`config.mk`:
```
export PLATFORM = sky130hd
export DESIGN_NAME = geo_pixel_writer
export DESIGN_NICKNAME = d
export VERILOG_FILES = /design/src/source/geo_pixel_pkg.sv /design/src/source/geo_pixel_writer.sv /design/src/source/pixel_cmd_fifo.sv /design/src/source/pixel_copy_cache.sv /design/src/source/pixel_write_cache.sv
export SDC_FILE = /design/constraint.sdc
export NUM_CORES = 1
export LEC_CHECK = 0
export ABC_CLOCK_PERIOD_IN_PS = 13800
export BUFFER_PORTS_ARGS = -buffer_cell sky130_fd_sc_hd__buf_2
export CELL_PAD_IN_SITES_DETAIL_PLACEMENT = 0
export CELL_PAD_IN_SITES_GLOBAL_PLACEMENT = 1
export CORE_ASPECT_RATIO = 1.25
export CORE_MARGIN = 2
export CORE_UTILIZATION = 45
export DETAILED_ROUTE_END_ITERATION = 7
export HOLD_SLACK_MARGIN = 0.08
export PLACE_DENSITY = 0.76
export SLEW_MARGIN = 20
export SYNTH_ARGS = -nofsm -noshare
export SYNTH_HDL_FRONTEND = slang
export SYNTH_SLANG_ARGS = --single-unit
```
`constraint.sdc`:
```
create_clock -name clk -period 13.8 [get_ports clk]
set_clock_uncertainty 0.15 [all_clocks]
set_input_delay 2.07 -clock clk [delete_from_list [all_inputs] [get_ports clk]]
set_output_delay 2.07 -clock clk [all_outputs]
set_load 0.01 [all_outputs]
```
`src/source/geo_pixel_pkg.sv`:
```
`default_nettype none

package geo_pixel_pkg;

    localparam int addr_w   = 20;                // graphics ram word address
    localparam int data_w   = 16;                // graphics ram word
    localparam int colour_w = 8;                 // immediate colour in a command
    localparam int cmd_w    = 40;                // full command word

    localparam logic [3:0] cmd_nop       = 4'd0;
    localparam logic [3:0] cmd_pxwri     = 4'd1;   // plain pixel write
    localparam logic [3:0] cmd_pxwri_m   = 4'd2;   // write, zero colour is transparent
    localparam logic [3:0] cmd_pxpaste   = 4'd3;   // write copy colour ^ colour
    localparam logic [3:0] cmd_pxpaste_m = 4'd4;   // paste with transparency
    localparam logic [3:0] cmd_pxcopy    = 4'd6;   // read pixel into copy colour
    localparam logic [3:0] cmd_setargb   = 4'd7;   // load copy colour directly

    // one command word, two decodings picked by the code field
    typedef union packed {
        struct packed {
            logic [3:0]          code;
            logic [colour_w-1:0] colour;
            logic [3:0]          bpp;     // bits per pixel minus one
            logic [3:0]          target;  // pixel index inside the word
            logic [addr_w-1:0]   addr;
        } pix;
        struct packed {
            logic [3:0]          code;
            logic [19:0]         pad;     // unused in this view
            logic [data_w-1:0]   rgb;     // new copy colour
        } argb;
    } pixel_cmd_u;

    // right-aligned field mask for a pixel width
    function automatic logic [data_w-1:0] pixel_mask(input logic [3:0] bpp);
        case (bpp)
            4'd0:                       return 16'h0001;
            4'd1, 4'd2:                 return 16'h0003;
            4'd3, 4'd4, 4'd5, 4'd6:     return 16'h000f;
            4'd15:                      return 16'hffff;
            default:                    return 16'h00ff;   // 7 and the unused 8..14
        endcase
    endfunction

    // pixel 0 sits at the msb end, so the field starts at 16 - (t+1)*width mod 16
    function automatic logic [3:0] pixel_shift(input logic [3:0] bpp, input logic [3:0] target);
        logic [7:0] span;
        span = ({4'd0, target} + 8'd1) * ({4'd0, bpp} + 8'd1);
        case (bpp)
            4'd0, 4'd1, 4'd3, 4'd7, 4'd15: return 4'd0 - span[3:0];
            default:                       return 4'd0;    // no such bitplane mode
        endcase
    endfunction

endpackage

`default_nettype wire

```
`src/source/geo_pixel_writer.sv`:
```
`timescale 1ns/1ps
`default_nettype none

module geo_pixel_writer
    import geo_pixel_pkg::*;
(
    input  wire logic              clk,
    input  wire logic              reset,
    input  wire logic              cmd_rdy,        // load strobe for cmd_in
    input  wire logic [cmd_w-1:0]  cmd_in,
    input  wire logic [data_w-1:0] rd_data_in,
    input  wire logic              rd_data_rdy_a,  // copy read done
    input  wire logic              rd_data_rdy_b,  // write read done
    input  wire logic              ram_mux_busy,
    output logic                   draw_busy,      // command buffer full
    output logic                   rd_req_a,
    output logic                   rd_req_b,
    output logic                   wr_ena,
    output logic [addr_w-1:0]      ram_addr,
    output logic [data_w-1:0]      ram_wr_data,
    output logic [data_w-1:0]      px_copy_colour
);

    pixel_cmd_u        head_cmd;
    logic              head_valid;
    logic              exec_cmd;          // pop and run the head command
    logic              write_cmd;
    logic              copy_cmd;
    logic              set_cmd;
    logic              paste;
    logic              mask_enable;
    logic              rd_wait_a;
    logic              rd_wait_b;
    logic              copy_colour_zero;
    logic [addr_w-1:0] wc_addr;           // address of the pending write

    pixel_cmd_fifo u_cmd_fifo (
        .clk       (clk),
        .reset     (reset),
        .shift_in  (cmd_rdy),
        .shift_out (exec_cmd),
        .data_in   (cmd_in),
        .not_empty (head_valid),
        .full      (draw_busy),
        .data_out  (head_cmd)
    );

    always_comb begin
        write_cmd   = 1'b0;
        copy_cmd    = 1'b0;
        set_cmd     = 1'b0;
        paste       = 1'b0;
        mask_enable = 1'b0;
        case (head_cmd.pix.code)
            cmd_pxwri:     write_cmd = 1'b1;
            cmd_pxwri_m: begin
                write_cmd   = 1'b1;
                mask_enable = 1'b1;
            end
            cmd_pxpaste: begin
                write_cmd = 1'b1;
                paste     = 1'b1;
            end
            cmd_pxpaste_m: begin
                write_cmd   = 1'b1;
                paste       = 1'b1;
                mask_enable = 1'b1;
            end
            cmd_pxcopy:    copy_cmd = 1'b1;
            cmd_setargb:   set_cmd  = 1'b1;
            cmd_nop:       ;                               // popped, nothing to do
            default:       ;                               // unknown codes act as nop
        endcase
    end

    // one command in flight, and never issue over a pending write strobe
    assign exec_cmd = head_valid && !rd_wait_a && !rd_wait_b && !ram_mux_busy && !wr_ena;
    assign ram_addr = wr_ena ? wc_addr : head_cmd.pix.addr;

    pixel_write_cache u_write_cache (
        .clk              (clk),
        .reset            (reset),
        .write_go         (exec_cmd && write_cmd),
        .paste            (paste),
        .mask_enable      (mask_enable),
        .cmd              (head_cmd),
        .rd_data_in       (rd_data_in),
        .copy_colour      (px_copy_colour),
        .copy_colour_zero (copy_colour_zero),
        .rd_data_rdy_b    (rd_data_rdy_b),
        .wr_hit           (),
        .rd_wait_b        (rd_wait_b),
        .rd_req_b         (rd_req_b),
        .wr_ena           (wr_ena),
        .wc_addr          (wc_addr),
        .ram_wr_data      (ram_wr_data)
    );

    pixel_copy_cache u_copy_cache (
        .clk              (clk),
        .reset            (reset),
        .copy_go          (exec_cmd && copy_cmd),
        .set_colour       (exec_cmd && set_cmd),
        .cmd              (head_cmd),
        .rd_data_in       (rd_data_in),
        .rd_data_rdy_a    (rd_data_rdy_a),
        .wr_ena           (wr_ena),
        .wc_addr          (wc_addr),
        .ram_wr_data      (ram_wr_data),
        .rd_hit           (),
        .rd_wait_a        (rd_wait_a),
        .rd_req_a         (rd_req_a),
        .px_copy_colour   (px_copy_colour),
        .copy_colour_zero (copy_colour_zero)
    );

endmodule

`default_nettype wire

```
`src/source/pixel_cmd_fifo.sv`:
```
`timescale 1ns/1ps
`default_nettype none

module pixel_cmd_fifo
    import geo_pixel_pkg::*;
(
    input  wire logic       clk,
    input  wire logic       reset,
    input  wire logic       shift_in,    // load strobe from the command source
    input  wire logic       shift_out,   // pop strobe from the writer
    input  wire pixel_cmd_u data_in,
    output logic            not_empty,
    output logic            full,
    output pixel_cmd_u      data_out     // head word, fall-through
);

    logic [1:0] count;    // 0, 1 or 2 words held
    logic [1:0] tail;     // slot taking a pushed word
    logic       do_push;
    logic       do_pop;
    pixel_cmd_u word0;    // head
    pixel_cmd_u word1;

    assign not_empty = (count != 2'd0);
    assign full      = (count == 2'd2);
    assign data_out  = word0;

    assign do_pop  = shift_out && not_empty;            // ignore pops on empty
    assign do_push = shift_in && (!full || do_pop);     // ignore pushes on full
    assign tail    = count - {1'b0, do_pop};            // free slot after the pop

    always_ff @(posedge clk or posedge reset) begin
        if (reset) begin
            count <= 2'd0;
        end else if (do_push && !do_pop) begin
            count <= count + 2'd1;
        end else if (do_pop && !do_push) begin
            count <= count - 2'd1;
        end                                             // push with pop keeps the count
    end

    always_ff @(posedge clk) begin
        if (do_pop) begin
            word0 <= word1;                             // second word moves to head
        end
        if (do_push) begin
            if (tail == 2'd0) begin
                word0 <= data_in;                       // overrides the shift above
            end else begin
                word1 <= data_in;
            end
        end
    end

endmodule

`default_nettype wire

```
`src/source/pixel_copy_cache.sv`:
```
`timescale 1ns/1ps
`default_nettype none

module pixel_copy_cache
    import geo_pixel_pkg::*;
(
    input  wire logic              clk,
    input  wire logic              reset,
    input  wire logic              copy_go,        // issue of a copy
    input  wire logic              set_colour,     // issue of a set copy colour
    input  wire pixel_cmd_u        cmd,
    input  wire logic [data_w-1:0] rd_data_in,
    input  wire logic              rd_data_rdy_a,
    input  wire logic              wr_ena,         // write snoop
    input  wire logic [addr_w-1:0] wc_addr,
    input  wire logic [data_w-1:0] ram_wr_data,
    output logic                   rd_hit,
    output logic                   rd_wait_a,
    output logic                   rd_req_a,
    output logic [data_w-1:0]      px_copy_colour,
    output logic                   copy_colour_zero
);

    logic                rc_valid;
    logic [addr_w-1:0]   rc_addr;
    logic [data_w-1:0]   rcd;              // last read word
    logic [colour_w-1:0] rc_colour;
    logic [3:0]          rc_bpp;
    logic [3:0]          rc_target;

    logic [data_w-1:0]   op_word;
    logic [3:0]          op_bpp;
    logic [3:0]          op_target;
    logic [colour_w-1:0] op_colour;
    logic [data_w-1:0]   copy_val;
    logic                miss_go;
    logic                miss_done;

    assign rd_hit    = rc_valid && (cmd.pix.addr == rc_addr);
    assign miss_go   = copy_go && !rd_hit;
    assign miss_done = rd_data_rdy_a && rd_wait_a;
    assign rd_req_a  = miss_go;

    always_comb begin
        op_word   = rd_wait_a ? rd_data_in : rcd;
        op_bpp    = rd_wait_a ? rc_bpp     : cmd.pix.bpp;
        op_target = rd_wait_a ? rc_target  : cmd.pix.target;
        op_colour = rd_wait_a ? rc_colour  : cmd.pix.colour;
        // pull the target pixel down to bit 0, then xor in the colour
        copy_val  = ((op_word >> pixel_shift(op_bpp, op_target)) & pixel_mask(op_bpp))
                    ^ data_w'(op_colour);
    end

    always_ff @(posedge clk or posedge reset) begin
        if (reset) begin
            rc_valid         <= 1'b0;
            rd_wait_a        <= 1'b0;
            px_copy_colour   <= '0;
            copy_colour_zero <= 1'b1;                     // matches the cleared colour
        end else if (set_colour) begin
            px_copy_colour   <= cmd.argb.rgb;
            copy_colour_zero <= 1'b0;                     // a set colour is never transparent
            rc_valid         <= 1'b0;
        end else if (miss_done) begin
            rd_wait_a        <= 1'b0;
            rc_valid         <= 1'b1;
            px_copy_colour   <= copy_val;
            copy_colour_zero <= (copy_val == '0);
        end else if (miss_go) begin
            rd_wait_a        <= 1'b1;
            rc_valid         <= 1'b0;
        end else if (copy_go) begin                       // hit, answer from rcd
            px_copy_colour   <= copy_val;
            copy_colour_zero <= (copy_val == '0);
        end
    end

    always_ff @(posedge clk) begin
        if (miss_go) begin
            rc_addr   <= cmd.pix.addr;
            rc_colour <= cmd.pix.colour;
            rc_bpp    <= cmd.pix.bpp;
            rc_target <= cmd.pix.target;
        end
        if (miss_done) begin
            rcd <= rd_data_in;
        end else if (wr_ena && rc_valid && (wc_addr == rc_addr)) begin
            rcd <= ram_wr_data;                           // keep the copy in step with ram
        end
    end

endmodule

`default_nettype wire

```
`src/source/pixel_write_cache.sv`:
```
`timescale 1ns/1ps
`default_nettype none

module pixel_write_cache
    import geo_pixel_pkg::*;
(
    input  wire logic              clk,
    input  wire logic              reset,
    input  wire logic              write_go,          // issue of any write class command
    input  wire logic              paste,             // colour comes from the copy register
    input  wire logic              mask_enable,       // zero colour is transparent
    input  wire pixel_cmd_u        cmd,               // head command
    input  wire logic [data_w-1:0] rd_data_in,
    input  wire logic [data_w-1:0] copy_colour,
    input  wire logic              copy_colour_zero,
    input  wire logic              rd_data_rdy_b,
    output logic                   wr_hit,
    output logic                   rd_wait_b,
    output logic                   rd_req_b,
    output logic                   wr_ena,
    output logic [addr_w-1:0]      wc_addr,
    output logic [data_w-1:0]      ram_wr_data
);

    logic                wc_valid;
    logic [data_w-1:0]   wcd;              // last written word
    logic [colour_w-1:0] wc_colour;        // fields latched on a miss
    logic [3:0]          wc_bpp;
    logic [3:0]          wc_target;
    logic                wc_paste;
    logic                wc_mask;

    logic [data_w-1:0]   op_word;          // word being merged into
    logic [colour_w-1:0] op_colour;
    logic [3:0]          op_bpp;
    logic [3:0]          op_target;
    logic                op_paste;
    logic                op_mask;
    logic [data_w-1:0]   field_mask;
    logic [3:0]          shift;
    logic [data_w-1:0]   colour_sel;
    logic [data_w-1:0]   merged;
    logic                transparent;
    logic [data_w-1:0]   new_word;
    logic                miss_go;          // write issued, needs a ram read
    logic                miss_done;        // read data for that write is back
    logic                load_word;

    assign wr_hit    = wc_valid && (cmd.pix.addr == wc_addr);
    assign miss_go   = write_go && !wr_hit;
    assign miss_done = rd_data_rdy_b && rd_wait_b;
    assign load_word = miss_done || (write_go && wr_hit);
    assign rd_req_b  = miss_go;                           // one pulse per miss

    // operands come from the latched miss or straight from the head command
    always_comb begin
        op_word   = rd_wait_b ? rd_data_in : wcd;
        op_colour = rd_wait_b ? wc_colour  : cmd.pix.colour;
        op_bpp    = rd_wait_b ? wc_bpp     : cmd.pix.bpp;
        op_target = rd_wait_b ? wc_target  : cmd.pix.target;
        op_paste  = rd_wait_b ? wc_paste   : paste;
        op_mask   = rd_wait_b ? wc_mask    : mask_enable;

        field_mask = pixel_mask(op_bpp);
        shift      = pixel_shift(op_bpp, op_target);
        colour_sel = op_paste ? (copy_colour ^ data_w'(op_colour)) : data_w'(op_colour);
        colour_sel = colour_sel & field_mask;             // keep paste inside its pixel
        merged     = (op_word & ~(field_mask << shift)) | (colour_sel << shift);

        transparent = op_mask && (op_paste ? copy_colour_zero : (op_colour == '0));
        new_word    = transparent ? op_word : merged;     // transparent writes the old word back
    end

    always_ff @(posedge clk or posedge reset) begin
        if (reset) begin
            wc_valid  <= 1'b0;
            rd_wait_b <= 1'b0;
            wr_ena    <= 1'b0;
        end else begin
            wr_ena <= load_word;                          // one cycle strobe
            if (miss_done) begin
                rd_wait_b <= 1'b0;
                wc_valid  <= 1'b1;                        // cache now holds the merged word
            end else if (miss_go) begin
                rd_wait_b <= 1'b1;                        // stall until the read returns
                wc_valid  <= 1'b0;
            end
        end
    end

    always_ff @(posedge clk) begin
        if (miss_go) begin
            wc_addr   <= cmd.pix.addr;
            wc_colour <= cmd.pix.colour;
            wc_bpp    <= cmd.pix.bpp;
            wc_target <= cmd.pix.target;
            wc_paste  <= paste;
            wc_mask   <= mask_enable;
        end
        if (load_word) begin
            wcd         <= new_word;
            ram_wr_data <= new_word;
        end
    end

endmodule

`default_nettype wire

```
==> flow_summary.yaml, run 1 <==
run_status:
  status: "complete, no violations"
synth:
  synthCells: 1158
  synth_area_um2: 12100
  synth_top_area_share_pct: 36.2
  synthTopCellsByCount: "nand2_1 (148), edfxtp_1 (146), nor2_1 (79), mux2i_1 (69), o21ai_0 (57)"
  synth_area_per_cell_um2: 10.5
  synth_top_cell_by_area: "edfxtp_1"
  ys_seq_elements: 210
  netlist-cell-type-count: 83
  synth-edff-count: 146
  synth_area_leaders: "edfxtp_1 (36%), dfxtp_1 (6.6%), mux2i_1 (5.7%), dfrtp_1 (4.7%), nand2_1 (4.6%)"
  syn_nets: 1245
  ys_async_sr_fraction_pct: 11.4
  synth.most_common_cell: "nand2_1"
  yosysSeqAreaShare_pct: 47.7
  synthFlopType: "edfxtp_1"
  yosys_warnings: 0
timing:
  layout_setup_ws_ns: 6.93
  max_slew_margin_pct: 26.9
  rsz0062_at_grt: "no"
  max_freq_mhz: 146
  finalSetupTns_ns: 0
  final_max_slew_viol_count: 0
  setup_viol: 0
  period_minus_slack_ns: 6.87
  holdWs_ns: 0.327
  tightest_slew_ns: 1.07
  hold_violations: 0
  fin_crit_sh_pct: 49.8
clock_network:
  cts_buffer_depth: 3
  cts_sinks: 210
  cts_root_buf: "clkbuf_16"
  clk_latency_ns: 0.51
  clk_pin_slew_ns: 0.06
  cts_tree: "built"
  post_cts_resized: 0
  cts_buffers: 23
  htreeDepth: 1
  post_cts.repair.setup_buffers: 0
  hold_buffers: 0
routing:
  dr.pass1.iters: 5
  ant_nets: 0
  drt-total-wl_um: 33900
  vias: 9394
  routedWlPerCell_um: 20.9
  drtIter0Drc: 764
  viasPerCell: 5.79
  drc: 0
global_route:
  antenna_found_initial: 0
  grtUsageTotal_pct: 23.5
  grt_max_degree: 61
  grt_pass1_vias: 9092
  grt_pass1_wl_um: 51400
  grt_remaining_overflow: 0
floorplanning:
  initial_utilization_pct: 45.5
  ios: 118
  die_y_um: 188
  die_area_um2: 28300
  rows: 67
  die_w_um: 151
  core_um2: 26700
placement:
  port_buffers: 117
  dp_slack_ns: 6.95
  hpwlAfterDp_um: 25300
  place_area_um2: 13100
  gp_congestion: 0.974
critical_path:
  rrSetupSlack_ns: 8.13
  arrival_ns: 4.65
  crit_fanout: 46
  worst_path_max_delay_cell: "buf_4"
  crit_type: "input port to output port"
  crit_required_ns: 11.58
  crit_path_end_kind: "output port"
  crit_buf_inv: 7
  crit_top_cell: "buf_4"
  startpoint_type: "input port"
  path_cells: "buf_2 > nor4_1 > o21a_1 > buf_4 > inv_2 > buf_4 > nor2_1 > o21ai_0 > nand2b_1 > inv_1 > buf_4 > buf_2"
  crit_family: "buffers and inverters"
  max_stage_delay_ns: 0.46
min_path:
  hp-class: "register to register"
final_layout:
  nets: 1348
  postLayoutCellArea_um2: 13700
  drive_above_1_share_pct: 19.8
  diodes: 0
  syn2layout_area_growth_pct: 13.2
run:
  max-cap-violations: 0
[cell families after synthesis]
kind of cell | share of synthesized area (%)
simple gates | 14.4
compound gates | 13.2
flops | 47.7
mux | 11.5
xor+xnor | 7.24
buf+inv | 3.04
fa+ha+maj | 2.95
[metrics by stage]
stage,cells,util (%)
floorplan,1158,-
global placement,1581,49.0
detailed placement,1581,49.0
CTS,1622,51.5
global route,1622,51.5
finish,1622,51.5
[path summary, 6_finish.rpt]
path | startpoint | end | depth (start not counted)
max | ram_mux_busy | rd_req_b | 12
min | u_copy_cache.copy_colour_zero | u_copy_cache.copy_colour_zero | 2
max reg2reg | u_copy_cache.rd_wait_a | u_copy_cache.copy_colour_zero | 15
min reg2reg | u_copy_cache.copy_colour_zero | u_copy_cache.copy_colour_zero | 2
max in group asynchronous | reset | u_write_cache.wr_ena | 2
min in group asynchronous | reset | u_cmd_fifo.count[0] | 2
[state kept, by name (all words and copies together) (netlist names), 2 cells and up]
signal and flops:
u_copy_cache.px_copy_colour 16, u_write_cache.wc_bpp 4, u_copy_cache.rc_bpp 4, u_write_cache.wc_addr 20, u_copy_cache.rc_addr 20, u_cmd_fifo.data_out 40
u_write_cache.ram_wr_data 16, u_copy_cache.rc_colour 8, u_write_cache.wc_colour 8, u_cmd_fifo.count 2, u_cmd_fifo.word1 40, u_write_cache.wc_target 4
u_copy_cache.rc_target 4, u_copy_cache.rcd 16
[worst reg2reg max path, cell delays in order (launching register included)]
cell and delay (ns):
dfrtp_2 0.47, buf_4 0.54, mux2i_4 0.45, ha_1 0.31, and3_1 0.15, ha_1 0.27, inv_1 0.05, fa_1 0.43
ha_1 0.35, inv_1 0.08, or3_1 0.67, o31ai_2 0.56, or4b_1 0.48, a41oi_1 0.23, nand4_1 0.13, o31ai_1 0.27
[layout by cell type (no fill, tap or decap), types with 9 or more instances in the layout]
cell / synthesis / routed
a211oi_1: 9 / 9
a21boi_0: 11 / 10
a21oi_1: 37 / 37
a22oi_1: 19 / 19
a31oi_1: 48 / 48
buf_2: 7 / 117
buf_4: 2 / 17
clkbuf_1: 38 / 12
clkbuf_16: 0 / 23
dfrtp_1: 23 / 20
dfxtp_1: 40 / 40
edfxtp_1: 146 / 146
ha_1: 23 / 23
inv_1: 28 / 27
mux2_2: 45 / 45
mux2i_1: 69 / 69
nand2_1: 148 / 148
nand2b_1: 13 / 13
nand3_1: 31 / 30
nand4_1: 10 / 10
nor2_1: 79 / 79
nor3_1: 20 / 18
nor4_1: 18 / 18
o21ai_0: 57 / 55
o22ai_1: 10 / 10
xnor2_1: 54 / 54
xor2_1: 39 / 39
[area by class of cell]
cell class,count,area [um2]
Clock buffer,36,634
Clock inverter,5,40.0
Fill cell,2497,12900
Inverter,30,113
Multi-Input combinational cell,862,6010
Sequential cell,210,5790
Tap cell,345,432
Timing Repair Buffer,134,713
[layer usage]
metal | track usage (%) | up-vias | routed length [um]
met2 | 40.5 | 290 | 16900
met3 | 2.70 | 49 | 1810
met1 | 30.8 | 4551 | 14200
li1 | - | 4504 | -
met5 | 0 | - | 0
met4 | 7.26 | 0 | 1000
Power of run 1 is not shown: default switching activity piles up to over one toggle a cycle in this logic, so the estimate is an artifact.
==> run 2, diff against run 1 <==
- ABC_AREA: unset -> 1
- ABC_CLOCK_PERIOD_IN_PS: 13800 -> 5550
- CORE_UTILIZATION: 45 -> 41
- clock period: 13.8 -> 5.55 ns (I/O delays scaled with it)
==> run 2 against run 1 <==
  * Wire length grew 12%
  * Global-route usage increased by 0.21 points
  * Register-to-register slack got worse by 7.2 ns
  * Critical path depth rose by 10
  * Setup slack worse by 6.0 ns
  * Non-clock buffer count is 1 lower
  * Via count up 15%
  * Critical path type is now register to register
  * Largest cell class is now registers
==> flow_summary.yaml, run 2 <==
floorplanning:
  rows: 71
  core_um2: 30000
  ios: 118
  die_area_um2: 31900
  die_w_um: 160
  die_y_um: 199
  initial_utilization_pct: 41.7
timing:
  hold_violations: 0
  finalSetupTns_ns: 0
  setup_viol: 0
  max_slew_margin_pct: 47.0
  tightest_slew_ns: 0.794
  period_minus_slack_ns: 4.62
  max_freq_mhz: 216
  rsz0062_at_grt: "no"
  final_max_slew_viol_count: 0
  fin_crit_sh_pct: 83.3
clock_network:
  clk_latency_ns: 0.54
  cts_root_buf: "clkbuf_16"
  hold_buffers: 0
  post_cts.repair.setup_buffers: 0
  htreeDepth: 1
  cts_tree: "built"
  clk_pin_slew_ns: 0.06
  cts_buffers: 24
  post_cts_resized: 0
  cts_buffer_depth: 3
  cts_sinks: 210
synth:
  synthCells: 1564
  synthFlopType: "edfxtp_1"
  synth-edff-count: 146
  synth_area_um2: 12500
  synth.most_common_cell: "nand2_1"
  netlist-cell-type-count: 59
  yosys_warnings: 0
  synth_top_area_share_pct: 35.0
  synthTopCellsByCount: "nand2_1 (487), inv_1 (159), edfxtp_1 (146), o21ai_0 (113), nand3_1 (112)"
  ys_seq_elements: 210
  synth_area_leaders: "edfxtp_1 (35%), nand2_1 (15%), dfxtp_1 (6.4%), inv_1 (4.8%), dfrtp_1 (4.6%)"
  ys_async_sr_fraction_pct: 11.4
  synth_top_cell_by_area: "edfxtp_1"
  synth_area_per_cell_um2: 8.00
  yosysSeqAreaShare_pct: 46.3
  syn_nets: 1651
global_route:
  grtUsageTotal_pct: 23.7
  grt_remaining_overflow: 0
  grt_max_degree: 47
  grt_pass1_wl_um: 59300
  antenna_found_initial: 0
  grt_pass1_vias: 10527
critical_path:
  rrSetupSlack_ns: 0.93
  crit_family: "adder cells"
  reg2reg_to: "u_write_cache.ram_wr_data[14]"
  crit_cells: 22
  rr_worst_depth: 22
  crit_buf_inv: 7
  r2r_start: "u_write_cache.rd_wait_b"
  path_cells: "inv_2 > or2_1 > o21ai_2 > inv_2 > ha_1 > inv_1 > ha_1 > inv_1 > nor2_1 > ha_1 > fa_1 > inv_1 > ha_1 > xnor2_1 > xor2_1 > inv_1 > nand2_4 > nand3_4 > inv_2 > nand2_1 > nand3_1 > nand2_1"
  max_stage_delay_ns: 0.54
  crit_fanout: 24
  startpoint_type: "register"
  crit_type: "register to register"
  arrival_ns: 4.77
  worst_path_max_delay_cell: "dfrtp_1"
  crit_required_ns: 5.69
  crit_path_end_kind: "register"
final_layout:
  final_cell_mix: "nand2_1 (486), inv_1 (159), edfxtp_1 (146), buf_2 (117)"
  final_common_cell: "nand2_1"
  diodes: 0
  drive_above_1_share_pct: 14.8
  syn2layout_area_growth_pct: 13.9
  n_fill_cell: 3055
  nets: 1747
run:
  max-cap-violations: 0
routing:
  drt-total-wl_um: 37800
  viasPerCell: 5.18
  ant_nets: 0
  routedWlPerCell_um: 18.2
  drc: 0
  dr.pass1.iters: 5
  vias: 10761
  drtIter0Drc: 698
placement:
  hpwlAfterDp_um: 28700
  port_buffers: 117
  gp_congestion: 0.874
min_path:
  hp-class: "input port to asynchronous set/reset pin"
run_status:
  status: "complete, no violations"
-- run 2: cell families after synthesis --
group,Yosys count,synth area share [%]
AND/OR/NAND/NOR,801,28.1
AO/OA/AOI/OAI,253,12.0
buffers and inverters,235,8.09
flip-flops,210,46.3
XOR/XNOR,35,2.57
adder cells (fa/ha/maj),25,2.62
multiplexers,5,0.420
-- run 2: metal layers --
| layer | wire, um | vias up | GRT usage, % | share of wire (%) |
|---|---|---|---|---|
| met4 | 1890 | 0 | 10.8 | 5.0 |
| li1 | - | 5448 | - | - |
| met5 | 0 | - | 0 | 0 |
| met2 | 18400 | 263 | 42.1 | 49 |
| met1 | 16100 | 4967 | 29.0 | 43 |
| met3 | 1400 | 83 | 2.72 | 3.7 |
-- run 2: metrics by stage --
stage / hold WS, ns / util, % / setup WS, ns / cell area [um2] / cells
final: 0.209 / 47.5 / 0.926 / 14300 / 2079
after global routing: 0.225 / 47.5 / 0.471 / 14300 / 2079
after CTS: 0.204 / 47.4 / 0.898 / 14200 / 2078
after detailed placement: 0.318 / 44.5 / 0.896 / 13400 / 2034
after global placement: 0.311 / 44.5 / 0.986 / 13400 / 2034
after floorplan: 0.297 / - / 1.68 / 12500 / 1564
-- run 2: how the worst max path moves through the flow --
stage	start	slack (ns)	to
global placement	u_write_cache.rd_wait_b	0.99	u_write_cache.ram_wr_data[14]
detailed placement	u_write_cache.rd_wait_b	0.90	u_write_cache.ram_wr_data[14]
finish	u_write_cache.rd_wait_b	0.93	u_write_cache.ram_wr_data[14]
global route	u_copy_cache.rd_wait_a	0.47	u_copy_cache.copy_colour_zero
floorplan	u_write_cache.rd_wait_b	1.68	u_write_cache.ram_wr_data[14]
CTS	u_write_cache.rd_wait_b	0.90	u_write_cache.ram_wr_data[14]
-- run 2: tightest hold or removal path, delay by kind of cell --
kind,cells,cell delay [ns]
buffers and inverters,3,0.48
-- run 2: area by class of cell --
class	instances	area (um2)	area share, %
Inverter	172	649	4.56
Tap cell	401	502	3.52
Sequential cell	210	5790	40.6
Multi-Input combinational cell	1119	5730	40.2
Timing Repair Buffer	133	726	5.09
Clock buffer	31	688	4.83
Clock inverter	13	176	1.24
Power of run 2 is left out for the same reason.
==> run 3, diff against run 2 <==
- ABC_CLOCK_PERIOD_IN_PS: 5550 -> 3800
- clock period: 5.55 -> 3.8 ns (I/O delays scaled with it)
==> run 3 against run 2 <==
  * The run now ends with setup timing left
  * Non-clock buffer count increased by 116
  * Worst hold slack got worse by 0.12 ns
  * Setup slack lost 1.0 ns
  * Flip-flop and latch count stayed put
  * Cell count grew 5.7%
  * Global-route usage increased by 0.60 points
  * Via count up 6.2%
  * Sequential share of layout area down 4.3 points
  * Wire length rose by 3.8%
  * Final area is 12% higher
  * Critical path type unchanged
  * Largest cell class is now multi-input combinational cells
==> flow_summary.yaml, run 3 (synthesis gave the netlist of run 2 again) <==
critical_path:
  rrSetupSlack_ns: -0.07
  crit_path_end_kind: "register"
  crit_type: "register to register"
  arrival_ns: 4.01
  crit_required_ns: 3.94
  crit_fanout: 4
  r2r_start: "u_write_cache.rd_wait_b"
  rr_worst_depth: 24
  reg2reg_to: "u_write_cache.ram_wr_data[14]"
  startpoint_type: "register"
timing:
  final_max_slew_viol_count: 0
  period_minus_slack_ns: 3.87
  rsz0062_at_grt: "yes"
  max_slew_margin_pct: 33.8
  setup_viol: 11
  tightest_slew_ns: 0.990
  layout_setup_ws_ns: -0.0705
  max_freq_mhz: 258
  hold_violations: 0
  fin_crit_sh_pct: 102
  finalSetupTns_ns: -0.370
routing:
  drt-total-wl_um: 39200
  ant_nets: 0
  drtIter0Drc: 703
  drc: 0
  dr.pass1.iters: 7
  vias: 11427
  viasPerCell: 5.20
  routedWlPerCell_um: 17.8
run_status:
  status: "finished, violations left"
  violations: "setup timing"
min_path:
  min_from: "cmd_in[34]"
  whs_path_depth: 1
  hp-class: "input port to register"
  hold_end: "u_cmd_fifo.word1[34]"
clock_network:
  clk_latency_ns: 0.53
  cts_root_buf: "clkbuf_16"
  cts_sinks: 210
  cts_tree: "built"
  clk_pin_slew_ns: 0.06
  htreeDepth: 1
  cts_buffers: 23
  cts_buffer_depth: 3
global_route:
  antenna_found_initial: 0
  grt_remaining_overflow: 0
  grt_pass1_wl_um: 60700
  grtUsageTotal_pct: 24.3
  grt_pass1_vias: 11218
  grt_max_degree: 49
final_layout:
  n_fill_cell: 2930
  final_cell_mix: "nand2_1 (440), edfxtp_1 (146), inv_1 (139), buf_2 (117), o21ai_0 (103)"
  nets: 1866
  seqCellArea_um2: 5790
  drive_above_1_share_pct: 26.0
  diodes: 0
  final_common_cell: "nand2_1"
  multi_input_area_um2: 6510
  syn2layout_area_growth_pct: 27.5
placement:
  hpwlAfterDp_um: 29400
  gp_congestion: 0.897
  dp_slack_ns: -0.237
  port_buffers: 117
floorplanning:
  initial_utilization_pct: 41.7
  core_um2: 30000
  rows: 71
  die_y_um: 199
  die_area_um2: 31900
  die_w_um: 160
  ios: 118
run:
  max-cap-violations: 0
-- run 3: cell count changes in the layout (fill, tap and decap cells not counted), moves of 13 or more --
cell	change
nand2_1	-46
buf_6	+22
ha_1	-13
nand3_2	+19
nand3_4	+14
dlygate4sd3_1	+29
buf_4	+63
inv_2	+14
inv_1	-20
nand2_2	+37
nand3_1	-31
-- run 3: stage by stage --
| stage | std cells | utilization, % | instance area (um2) | hold WS (ns) |
|---|---|---|---|---|
| after floorplan | 1564 | - | 12500 | 0.297 |
| after global placement | 2105 | 46.5 | 14000 | 0.315 |
| after detailed placement | 2105 | 46.5 | 14000 | 0.320 |
| after CTS | 2181 | 51.4 | 15400 | 0.0802 |
| after global routing | 2197 | 53.1 | 16000 | 0.0876 |
| final | 2197 | 53.1 | 16000 | 0.0942 |
-- run 3: per-layer routing --
| metal | track usage (%) | vias up | share of wire (%) |
|---|---|---|---|
| met3 | 3.13 | 96 | 4.7 |
| met4 | 11.1 | 0 | 4.7 |
| met5 | 0 | - | 0 |
| li1 | - | 5685 | - |
| met2 | 43.9 | 339 | 50 |
| met1 | 28.9 | 5307 | 41 |
-- run 3: area by class of cell --
cell class,instances,area share [%]
well taps,401,3.14
repair inverters,1,0.0392
multi-input cells,1122,40.8
inverters,172,4.18
clock buffers,37,4.13
clock inverters,5,0.361
repair buffers,249,11.1
flip-flops and latches,210,36.3
-- run 3: how the worst max path moves through the flow --
| stage | start | endpoint | slack (ns) | depth (start not counted) |
|---|---|---|---|---|
| finish | u_write_cache.rd_wait_b | u_write_cache.ram_wr_data[14] | -0.07 | 24 |
| global route | u_copy_cache.rd_wait_a | u_copy_cache.copy_colour_zero | -0.31 | 31 |
| CTS | u_write_cache.rd_wait_b | u_write_cache.ram_wr_data[0] | -0.1 | 21 |
| detailed placement | u_write_cache.rd_wait_b | u_write_cache.ram_wr_data[10] | -0.24 | 22 |
| global placement | u_write_cache.rd_wait_b | u_write_cache.ram_wr_data[10] | -0.19 | 21 |
| floorplan | u_write_cache.rd_wait_b | u_write_cache.ram_wr_data[14] | 0.001 | 23 |
-- run 3: timing repair --
| item | 4_1_cts | 5_1_grt |
|---|---|---|
| setup buffers | 4 | 16 |
| cloned | 2 | 2 |
| endpoints found under the hold margin | 28 | 23 |
| pin swaps | 36 | 54 |
| setup endpoints to repair | 33 | 33 |
| hold buffers | 28 | 1 |
| resized for setup | 104 | 104 |
-- run 3: critical path, stage by stage (launching register included) --
cell,delay [ns]
dfrtp_1,0.37
inv_2,0.07
or2_4,0.24
o21ai_4,0.07
inv_2,0.06
ha_4,0.17
inv_4,0.06
ha_4,0.19
inv_2,0.06
nor2_4,0.04
ha_4,0.20
fa_1,0.50
inv_2,0.05
ha_4,0.16
xnor2_2,0.19
xor2_2,0.18
buf_4,0.13
inv_2,0.03
nand2_4,0.12
nand3_4,0.13
buf_4,0.17
nand2_1,0.07
nand3_2,0.07
nand2_2,0.10
nand2_1,0.06
Power of run 3 is left out for the same reason.
